### src/source/flowPkg.sv
// Fixed 4-bit tag and 28-bit payload in one 32-bit APB word; route entries sit on 4-byte strides
`default_nettype none

package flowPkg;

  // ----------------------------------------------------------
  // Word layout
  // ----------------------------------------------------------

  // Routing tag width, which sets the number of route entries
  localparam int TagWidth = 4;
  // Data bits that travel with the tag
  localparam int PayloadWidth = 28;
  localparam int NumEntries = 2 ** TagWidth;

  // Tag sits in the upper bits, so a word reads naturally on the APB
  typedef struct packed {
    logic [TagWidth-1:0]     tag;
    logic [PayloadWidth-1:0] payload;
  } wordT;

  // ----------------------------------------------------------
  // APB register map
  // ----------------------------------------------------------

  localparam int ApbAddrWidth = 8;
  // One data word is exactly one stream word wide
  localparam int ApbDataWidth = $bits(wordT);

  // Entry i lives at byte offset 4*i, anything past the last entry is an error
  function automatic logic offsetInRange(input logic [ApbAddrWidth-1:0] addr);
    return addr < ApbAddrWidth'(NumEntries * 4);
  endfunction

  // The two byte-lane bits are ignored when picking an entry
  function automatic logic [TagWidth-1:0] entryIndex(input logic [ApbAddrWidth-1:0] addr);
    return addr[TagWidth+1:2];
  endfunction

endpackage

`default_nettype wire

### src/source/apbIf.sv
// APB bus without protection or strobes; the completer may tie pready high
`timescale 1ns/1ps
`default_nettype none

interface apbIf import flowPkg::*; ();

  // Requester-driven control and write data
  logic                    psel;
  logic                    penable;
  logic                    pwrite;
  logic [ApbAddrWidth-1:0] paddr;
  logic [ApbDataWidth-1:0] pwdata;

  // Completer-driven response
  logic [ApbDataWidth-1:0] prdata;
  logic                    pready;
  logic                    pslverr;

  // The side that starts transfers
  modport requester(
    output psel, penable, pwrite, paddr, pwdata,
    input  prdata, pready, pslverr
  );

  // The side that answers them
  modport completer(
    input  psel, penable, pwrite, paddr, pwdata,
    output prdata, pready, pslverr
  );

endinterface

`default_nettype wire

### src/source/flowDemuxSelect.sv
// Combinational demux; pop side is stable only if select is held with the data upstream
`timescale 1ns/1ps
`default_nettype none

module flowDemuxSelect import flowPkg::*; #(
  // Number of pop ports, at least 2
  parameter int NumFlows = 4,
  localparam int SelectWidth = $clog2(NumFlows)
) (
  // Binary index of the pop port, must stay below NumFlows
  input  logic [SelectWidth-1:0]   select,

  // Push side
  input  logic                     pushValid,
  output logic                     pushReady,
  input  wordT                     pushWord,

  // Pop side, one element per flow
  output logic [NumFlows-1:0]      popValid,
  input  logic [NumFlows-1:0]      popReady,
  output wordT [NumFlows-1:0]      popWord
);

  // ----------------------------------------------------------
  // Steering
  // ----------------------------------------------------------

  // Only the selected flow can stall the push side
  assign pushReady = popReady[select];

  // The ternary keeps all pop valids low while push is idle
  assign popValid = pushValid ? (NumFlows'(1) << select) : '0;

  // Each pop port sees the same word
  // A pop word only counts where its valid is high
  always_comb begin
    for (int i = 0; i < NumFlows; i++) begin
      popWord[i] = pushWord;
    end
  end

endmodule

`default_nettype wire

### src/source/flowRegSlice.sv
// Single full-throughput register stage; payload has no reset and is valid only with outValid
`timescale 1ns/1ps
`default_nettype none

module flowRegSlice #(
  // Any packed type, a word or a word plus its route
  parameter type payloadT = logic
) (
  input  logic    clk,
  input  logic    arstN,

  // Upstream side
  input  logic    inValid,
  output logic    inReady,
  input  payloadT inData,

  // Downstream side
  output logic    outValid,
  input  logic    outReady,
  output payloadT outData
);

  // ----------------------------------------------------------
  // Flow control
  // ----------------------------------------------------------

  // Accept when empty, or when the held word leaves this same edge
  // This keeps one word per cycle with no bubble
  assign inReady = !outValid || outReady;

  // Valid follows the input whenever the slot is free to change
  always_ff @(posedge clk or negedge arstN) begin
    if (!arstN) begin
      outValid <= 1'b0;
    end else if (inReady) begin
      outValid <= inValid;
    end
  end

  // ----------------------------------------------------------
  // Payload register
  // ----------------------------------------------------------

  // Capture only on a real transfer
  // A stalled stage therefore keeps its data steady
  always_ff @(posedge clk) begin
    if (inValid && inReady) begin
      outData <= inData;
    end
  end

endmodule

`default_nettype wire

### src/source/flowSteer.sv
// Head-of-line routing, no reordering or per-flow buffering; reprogram routes only when idle
`timescale 1ns/1ps
`default_nettype none

module flowSteer import flowPkg::*; #(
  // Number of output flows, at least 2
  parameter int NumFlows = 4,
  localparam int DestWidth = $clog2(NumFlows)
) (
  input  logic                    clk,
  input  logic                    arstN,

  // APB programming port, always ready
  input  logic                    psel,
  input  logic                    penable,
  input  logic                    pwrite,
  input  logic [ApbAddrWidth-1:0] paddr,
  input  logic [ApbDataWidth-1:0] pwdata,
  output logic [ApbDataWidth-1:0] prdata,
  output logic                    pslverr,

  // Input stream
  input  logic                    inValid,
  output logic                    inReady,
  input  wordT                    inWord,

  // Output streams, one per flow
  output logic [NumFlows-1:0]     outValid,
  input  logic [NumFlows-1:0]     outReady,
  output wordT [NumFlows-1:0]     outWord
);

  // Word plus its destination, carried through stage 2 together
  typedef struct packed {
    wordT                 word;
    logic [DestWidth-1:0] dest;
  } routedT;

  // ----------------------------------------------------------
  // APB bus
  // ----------------------------------------------------------

  apbIf apbBus ();

  assign apbBus.psel    = psel;
  assign apbBus.penable = penable;
  assign apbBus.pwrite  = pwrite;
  assign apbBus.paddr   = paddr;
  assign apbBus.pwdata  = pwdata;
  assign prdata         = apbBus.prdata;
  assign pslverr        = apbBus.pslverr;

  // ----------------------------------------------------------
  // Pipeline
  // ----------------------------------------------------------

  logic                 s1Valid;
  logic                 s1Ready;
  wordT                 s1Word;
  logic [DestWidth-1:0] lookupDest;
  routedT               s2In;
  logic                 s2Valid;
  logic                 s2Ready;
  routedT               s2Out;

  flowRegSlice #(.payloadT(wordT)) stage1 (
    .clk     (clk),
    .arstN   (arstN),
    .inValid (inValid),
    .inReady (inReady),
    .inData  (inWord),
    .outValid(s1Valid),
    .outReady(s1Ready),
    .outData (s1Word)
  );

  // The route is looked up while the word waits in stage 1
  routeTable #(.NumFlows(NumFlows)) routes (
    .clk       (clk),
    .arstN     (arstN),
    .apb       (apbBus.completer),
    .lookupTag (s1Word.tag),
    .lookupDest(lookupDest)
  );

  assign s2In = '{word: s1Word, dest: lookupDest};

  // Holding the select here keeps the demux outputs stable under stall
  flowRegSlice #(.payloadT(routedT)) stage2 (
    .clk     (clk),
    .arstN   (arstN),
    .inValid (s1Valid),
    .inReady (s1Ready),
    .inData  (s2In),
    .outValid(s2Valid),
    .outReady(s2Ready),
    .outData (s2Out)
  );

  flowDemuxSelect #(.NumFlows(NumFlows)) demux (
    .select   (s2Out.dest),
    .pushValid(s2Valid),
    .pushReady(s2Ready),
    .pushWord (s2Out.word),
    .popValid (outValid),
    .popReady (outReady),
    .popWord  (outWord)
  );

endmodule

`default_nettype wire

### src/source/routeTable.sv
// Sixteen APB-writable destinations, no wait states; bad offset or destination gives pslverr
`timescale 1ns/1ps
`default_nettype none

module routeTable import flowPkg::*; #(
  // Number of output flows, at least 2
  parameter int NumFlows = 4,
  localparam int DestWidth = $clog2(NumFlows)
) (
  input  logic                 clk,
  input  logic                 arstN,

  // Register access from the processor
  apbIf.completer              apb,

  // Lookup port used by the pipeline, zero latency
  input  logic [TagWidth-1:0]  lookupTag,
  output logic [DestWidth-1:0] lookupDest
);

  // ----------------------------------------------------------
  // Access decode
  // ----------------------------------------------------------

  logic                 access;
  logic                 offsetOk;
  logic                 valueOk;
  logic                 writeOk;
  logic [TagWidth-1:0]  regIndex;
  logic [DestWidth-1:0] destTable [NumEntries];

  // Every transfer completes in its access phase
  assign access = apb.psel && apb.penable;

  assign offsetOk = offsetInRange(apb.paddr);
  assign regIndex = entryIndex(apb.paddr);

  // The whole write word is checked, not only the low bits kept
  assign valueOk = apb.pwdata < ApbDataWidth'(NumFlows);

  assign writeOk = access && apb.pwrite && offsetOk && valueOk;

  // ----------------------------------------------------------
  // Response
  // ----------------------------------------------------------

  assign apb.pready = 1'b1;

  // A write error leaves the table untouched
  assign apb.pslverr = access && (!offsetOk || (apb.pwrite && !valueOk));

  // Reads return the entry zero-extended, out-of-range reads return zero
  assign apb.prdata = offsetOk ? ApbDataWidth'(destTable[regIndex]) : '0;

  // ----------------------------------------------------------
  // Table storage
  // ----------------------------------------------------------

  // After reset, tag i goes to flow i mod NumFlows
  always_ff @(posedge clk or negedge arstN) begin
    if (!arstN) begin
      for (int i = 0; i < NumEntries; i++) begin
        destTable[i] <= DestWidth'(i % NumFlows);
      end
    end else if (writeOk) begin
      destTable[regIndex] <= apb.pwdata[DestWidth-1:0];
    end
  end

  // The tag indexes the table directly
  assign lookupDest = destTable[lookupTag];

endmodule

`default_nettype wire
### config.mk
export PLATFORM = sky130hd
export DESIGN_NAME = flowSteer
export DESIGN_NICKNAME = d
export VERILOG_FILES = /design/src/source/flowPkg.sv /design/src/source/apbIf.sv /design/src/source/flowDemuxSelect.sv /design/src/source/flowRegSlice.sv /design/src/source/flowSteer.sv /design/src/source/routeTable.sv
export SDC_FILE = /design/constraint.sdc
export NUM_CORES = 1
export LEC_CHECK = 0
export BUFFER_PORTS_ARGS = -buffer_cell sky130_fd_sc_hd__buf_4
export CELL_PAD_IN_SITES_DETAIL_PLACEMENT = 1
export CELL_PAD_IN_SITES_GLOBAL_PLACEMENT = 2
export CORE_ASPECT_RATIO = 0.7
export CORE_UTILIZATION = 33
export CTS_BUF_LIST = sky130_fd_sc_hd__clkbuf_2 sky130_fd_sc_hd__clkbuf_4 sky130_fd_sc_hd__clkbuf_8
export DETAILED_ROUTE_END_ITERATION = 8
export PLACE_DENSITY_LB_ADDON = 0.1
export SLEW_MARGIN = 20
export SYNTH_ARGS = -nofsm -noshare
export SYNTH_HDL_FRONTEND = slang
export SYNTH_SLANG_ARGS = --single-unit
### constraint.sdc
create_clock -name clk -period 7.7 [get_ports clk]
set_clock_uncertainty 0.15 [all_clocks]
set_input_delay 0 -clock clk [delete_from_list [all_inputs] [get_ports clk]]
set_output_delay 0 -clock clk [all_outputs]
set_load 0.05 [all_outputs]
* Word level (Yosys, flattened, before mapping)
Cells that the tools add are included.
Word-level totals: register bits after elaboration 100, input port bits 82, output and inout port bits 166
Cells by class: order comparisons 6, shift operators 1, muxes and demuxes 13, bitwise logic cells 2, reductions and logical operators 16
Operators with widths (number):
- bitwise mux 32 bit | 1
- less-than comparator 32 x 3 -> 1 bit, second input constant | 1
- binary-select mux 2 bit (select 4 bit) | 2
- 2-to-1 mux 2 bit | 6
- greater-or-equal comparator 5 bit, second input constant | 2
- inverter 4 -> 5 bit | 2
- logical AND 1 bit | 9
- demux 2 bit (select 4 bit) | 1
- less-than comparator 8 x 7 -> 1 bit, second input constant | 1
- less-than comparator 5 x 1 -> 1 bit, second input constant | 1
- zero test 1 bit | 4
- 2-to-1 mux 4 bit | 1
- left shift 1 x 2 -> 4 bit, first input constant | 1
- logical OR 1 bit | 3
- less-than comparator 2 x 3 -> 1 bit, second input constant | 1
- binary-select mux 1 bit (select 2 bit) | 1
- 2-to-1 mux 1 bit | 1

* Depth between registers and ports, before layout
depth after elaboration 6, depth in mapped cells 6, mapped depth without buffers 4

* Modules after synthesis
Synthesis repeated with hierarchy kept, for this count alone.
Second synthesis, totals: cells, all modules 397, area, all modules 5499.0 um2
Modules (own cells, without submodules):
- routeTable | instances 1, cells each 190, area each 2391.0 um2, seq. area each 820.8 um2
- flowRegSlice at stage2 | instances 1, cells each 38, area each 1074.8 um2, seq. area each 1046.0 um2
- flowDemuxSelect | instances 1, cells each 133, area each 1018.5 um2, seq. area each 0.0 um2
- flowRegSlice at stage1 | instances 1, cells each 36, area each 1014.7 um2, seq. area each 985.9 um2

* Least setup slack after synthesis
No wires, ideal clock.
path kind register to register, start register stage2.outData[0] (netlist bit), end register stage2.outData[0] (netlist bit) (enable), arrival 2363 ps, data required time 7121 ps, slack 4758 ps, cell stages (with the launch flop) 4, path through edfxtp_1 -> mux4_2 -> nor2b_1 -> nor2b_1
Between the ends: word-level cells in the longest chain between the ends 4
Ends and longest elaborated chain:
- from (decl) | line flowRegSlice.sv:20 | output payloadT outData
- from (signal assigned) | line flowRegSlice.sv:48 | outData <= inData;
- binary-select mux 1 bit (select 2 bit) | line flowDemuxSelect.sv:29 | assign pushReady = popReady[select];
- 2-to-1 mux 1 bit (implied by the code) | line flowDemuxSelect.sv:29
- logical OR 1 bit | line flowRegSlice.sv:29 | assign inReady = !outValid || outReady;
- logical AND 1 bit | line flowRegSlice.sv:47 | if (inValid && inReady) begin
Every way passes these cells. The select of a mux whose other input is x is not followed. A chain may end at the register's enable or synchronous reset.

* Worst setup path in the final report
start register stage2.outData[0] (netlist bit), end register stage1.outData[31] (netlist bit) (enable)
Between the ends: word-level cells in the longest chain between the ends 5
Ends and longest elaborated chain (line):
- binary-select mux 1 bit (select 2 bit) | flowDemuxSelect.sv:29
- 2-to-1 mux 1 bit (implied by the code) | flowDemuxSelect.sv:29
- logical OR 1 bit (2 in series) | flowRegSlice.sv:29
- logical AND 1 bit | flowRegSlice.sv:47
- to (signal assigned) | flowRegSlice.sv:48
- to (decl) | flowRegSlice.sv:20
Every way passes these cells. The select of a mux whose other input is x is not followed.

==> reports/summary.json <==
{
  "status": {
    "run_status": "finished, violations left",
    "failing_checks": "design-rule violations"
  },
  "worst_setup_path": {
    "worst_setup_path_start_kind": "flip-flop",
    "critical_path.max_fanout": 32,
    "path_class": "reg2reg",
    "cell_chain_critical_path": "mux4_2, nor2b_1, nand2_1, and2_2",
    "worst-endpoint-arrival_ps": 2240,
    "r2r_end": "stage1.outData[31]$_DFFE_PP_",
    "regToRegSetupSlack_ps": 5330,
    "worstReg2RegStart": "stage2.outData[0]$_DFFE_PP_",
    "biggest_cell_delay_along_the_critical_path_ps": 520,
    "reg2reg_depth": 4,
    "cpMaxStageDelayCell": "mux4_2",
    "critPathBufInv": 0,
    "cp_top_family": "simple AND/OR/NAND/NOR gates",
    "critPathRequiredTime_ps": 7580,
    "cp_num_cells": 4,
    "endpoint_kind": "flip-flop"
  },
  "grt": {
    "global_route_wire_length_before_repair_mm": 18.71,
    "grt.total_usage": 0.1528,
    "grt_util_met3": 0.04244,
    "globalRouteOverflowTotal": 0,
    "grt_util_met2": 0.2623,
    "maximum_number_of_pins_on_one_net_before_global_route_repair": 35,
    "grt_use_met1": 0.1856,
    "grt_pass1_vias": 3398,
    "antenna_found_initial": 0,
    "globalRoute.busiestLayer": "met2"
  },
  "floorplan": {
    "pin_count": 248,
    "die_w_um": 152.3,
    "floorplan.die_area_um2": 16330,
    "fp.coreArea_um2": 15450,
    "number_of_placement_rows": 38,
    "die_height_um": 107.2,
    "start_util": 0.3377
  },
  "layout": {
    "area_overhead_of_the_layout_relative_to_synthesis_pct": 29.83,
    "antennaDiodeCount": 0,
    "final_layout_size_suffix_gt1_frac": 0.5947,
    "nNetsFinal": 605
  },
  "sta": {
    "grt_setup_unrepaired": "false",
    "fmax_ghz": 0.4225,
    "timing.final.crit_period_ps": 2367,
    "finalHoldViolCount": 0,
    "slew_headroom": 0.3545,
    "report.final.slew_viol_count": 0,
    "worstMarginPinSlew_ps": 966.2,
    "setup_tns_ps": 0,
    "postLayoutSetupSlackWorst_ps": 5333,
    "period_utilisation_layout": 0.3074,
    "post_route_worst_hold_slack_ps": 36.16,
    "setup_viol_count_final": 0
  },
  "cts": {
    "h_tree_lvls": 3,
    "ctsLongestPathBuffers": 2,
    "post_cts_resize_count": 0,
    "worstSkewPairLatency_ps": 380,
    "tritoncts": "yes",
    "cts_num_sinks": 100,
    "cts_root_buf": "clkbuf_8",
    "tritoncts.num_buffers": 9,
    "worst_setup_hold_path_clk_slew_ps": 100
  },
  "drt": {
    "drt_wl_total_mm": 12.20,
    "route.vias.total": 3246,
    "drt_drc_violations_left": 19,
    "drt_first_pass_iters": 6,
    "detail-route-antenna-nets": 0,
    "vias_per_cell": 4.459,
    "drt_first_iter_violations": 175,
    "routed_wire_length_per_instance_um": 16.76
  },
  "placement": {
    "hpwl_mm": 8.540,
    "gpl.final_weighted_congestion": 0.7332,
    "pre_cts_slack_ps": 5327,
    "placement.io_buffers": 215
  },
  "logic_synthesis": {
    "post-synth-top-area-fraction": 0.3798,
    "netlist_top_cells_area": "edfxtp_1 38%, buf_4 18%, dfrtp_1 8.6%",
    "synth_top_area_cell": "edfxtp_1",
    "synth_cell_type_count": 29,
    "synth-warning-count": 0,
    "mean_area_per_synthesized_cell_um2": 14.34,
    "seq_area_frac_synth": 0.5466,
    "post_synthesis_instance_area_um2": 5219,
    "yosys_register_bits": 100,
    "post_syn_instances": 364
  },
  "hold_path": {
    "min_path_cells": 4,
    "worst_hold_startpoint": "paddr[4]",
    "type_of_the_most_critical_hold_path": "in2reg",
    "hold-path-endpoint": "routes.destTable[7]$_DFFE_PN0P_"
  },
  "power_and_ir_drop": {
    "power.leakage_nw": 3.009,
    "powerDensity_nw_per_um2": 245.0,
    "power.ir.vdd_worst_uv": 114.6,
    "p_total_mw": 1.660
  },
  "run": {
    "max_cap_viol_count": 0
  }
}
## cell families after synthesis
family                 after synthesis  synth area share
multiplexers                        51            0.1510
buffers and inverters              138            0.1954
flip-flops                         100            0.5466
AND/OR/NAND/NOR                     70            0.1014
other                                1         0.0007186
AO/OA/AOI/OAI                        4          0.004792
## stage by stage
stage	std cells	utilization	area, um2
6_report	728	0.4385	6775
5_1_grt	728	0.4385	6775
4_1_cts	728	0.4388	6780
3_5_place_dp	673	0.4015	6203
3_3_place_gp	673	0.4015	6203
2_1_floorplan	393	-	5328
## registers in the layout (all words and copies together), names as in the netlist
register          count
routes.destTable     32
stage1.outValid       1
stage2.outValid       1
stage1.outData       32
stage2.outData       34
## layout make-up
type | instances | area [um2]
clock buffers | 9 | 123.9
clock inverters | 7 | 62.56
fillers | 1634 | 8677
multi-input cells | 155 | 1464
flip-flops and latches | 100 | 2853
well taps | 200 | 250.2
repair buffers | 257 | 2022
## placed cells by master (no fill, tap or decap), drive strengths merged
master,n
or2,1
mux4,19
conb,30
nor2,5
dfrtp,18
edfxtp,66
nand2,14
nand3,10
dfstp,16
and2,3
a22oi,2
dlygate4sd3,38
nor4,23
mux2,32
nand2b,1
and3b,1
o21ai,1
nand4,4
nor2b,6
buf,219
nor3b,1
and3,1
inv,6
clkinv,1
clkbuf,9
a21oi,1
## cells in the mapped netlist
cell type / count
buf_4: 128
edfxtp_1: 66
mux2_2: 30
mux4_2: 19
dfrtp_1: 18
dfstp_2: 16
nand2_1: 14
nor4_1: 14
nand3_1: 10
nor4_4: 9
nor2b_1: 6
clkbuf_1: 5
nor2_1: 5
and2_1: 3
buf_2: 3
a22oi_1: 2
mux2_1: 2
nand4_1: 2
nand4_2: 2
a21oi_1: 1
and3_1: 1
and3b_1: 1
buf_6: 1
clkbuf_8: 1
conb_1: 1
nand2b_1: 1
nor3b_1: 1
o21ai_0: 1
or2_2: 1
## what timing repair did
item	in CTS	in global routing
endpoints found under the hold margin	99	0
buffers inserted	0	0
hold buffers	39	0
endpoints found under the setup margin	0	0
## worst register-to-register path, delay by kind of cell, from the launching register on
kind | cells | cell delay (ps)
muxes | 1 | 520
and+or+nand+nor | 3 | 880
DFF | 1 | 440
## per-layer routing
metal / up-vias / part of all wire
met3: 9 / 0.065
li1: 1482 / -
met4: 0 / 0.013
met2: 131 / 0.50
met1: 1624 / 0.42
met5: - / 0
## how the worst max path moves through the flow
stage / start / end
3_5_place_dp: stage2.outData[0]$_DFFE_PP_ / stage1.outData[24]$_DFFE_PP_
2_1_floorplan: stage2.outData[0]$_DFFE_PP_ / stage2.outData[0]$_DFFE_PP_
3_3_place_gp: stage2.outData[0]$_DFFE_PP_ / stage1.outData[22]$_DFFE_PP_
6_report: stage2.outData[0]$_DFFE_PP_ / stage1.outData[31]$_DFFE_PP_
4_1_cts: stage2.outData[0]$_DFFE_PP_ / stage1.outData[31]$_DFFE_PP_
5_1_grt: stage2.outData[0]$_DFFE_PP_ / stage1.outData[31]$_DFFE_PP_
## report_power, final
group          switching (mW)  internal (mW)
clock                   0.200          0.126
combinational           0.484          0.174
sequential             0.0392          0.636
Note: power is estimated with default switching activity, not from simulation.
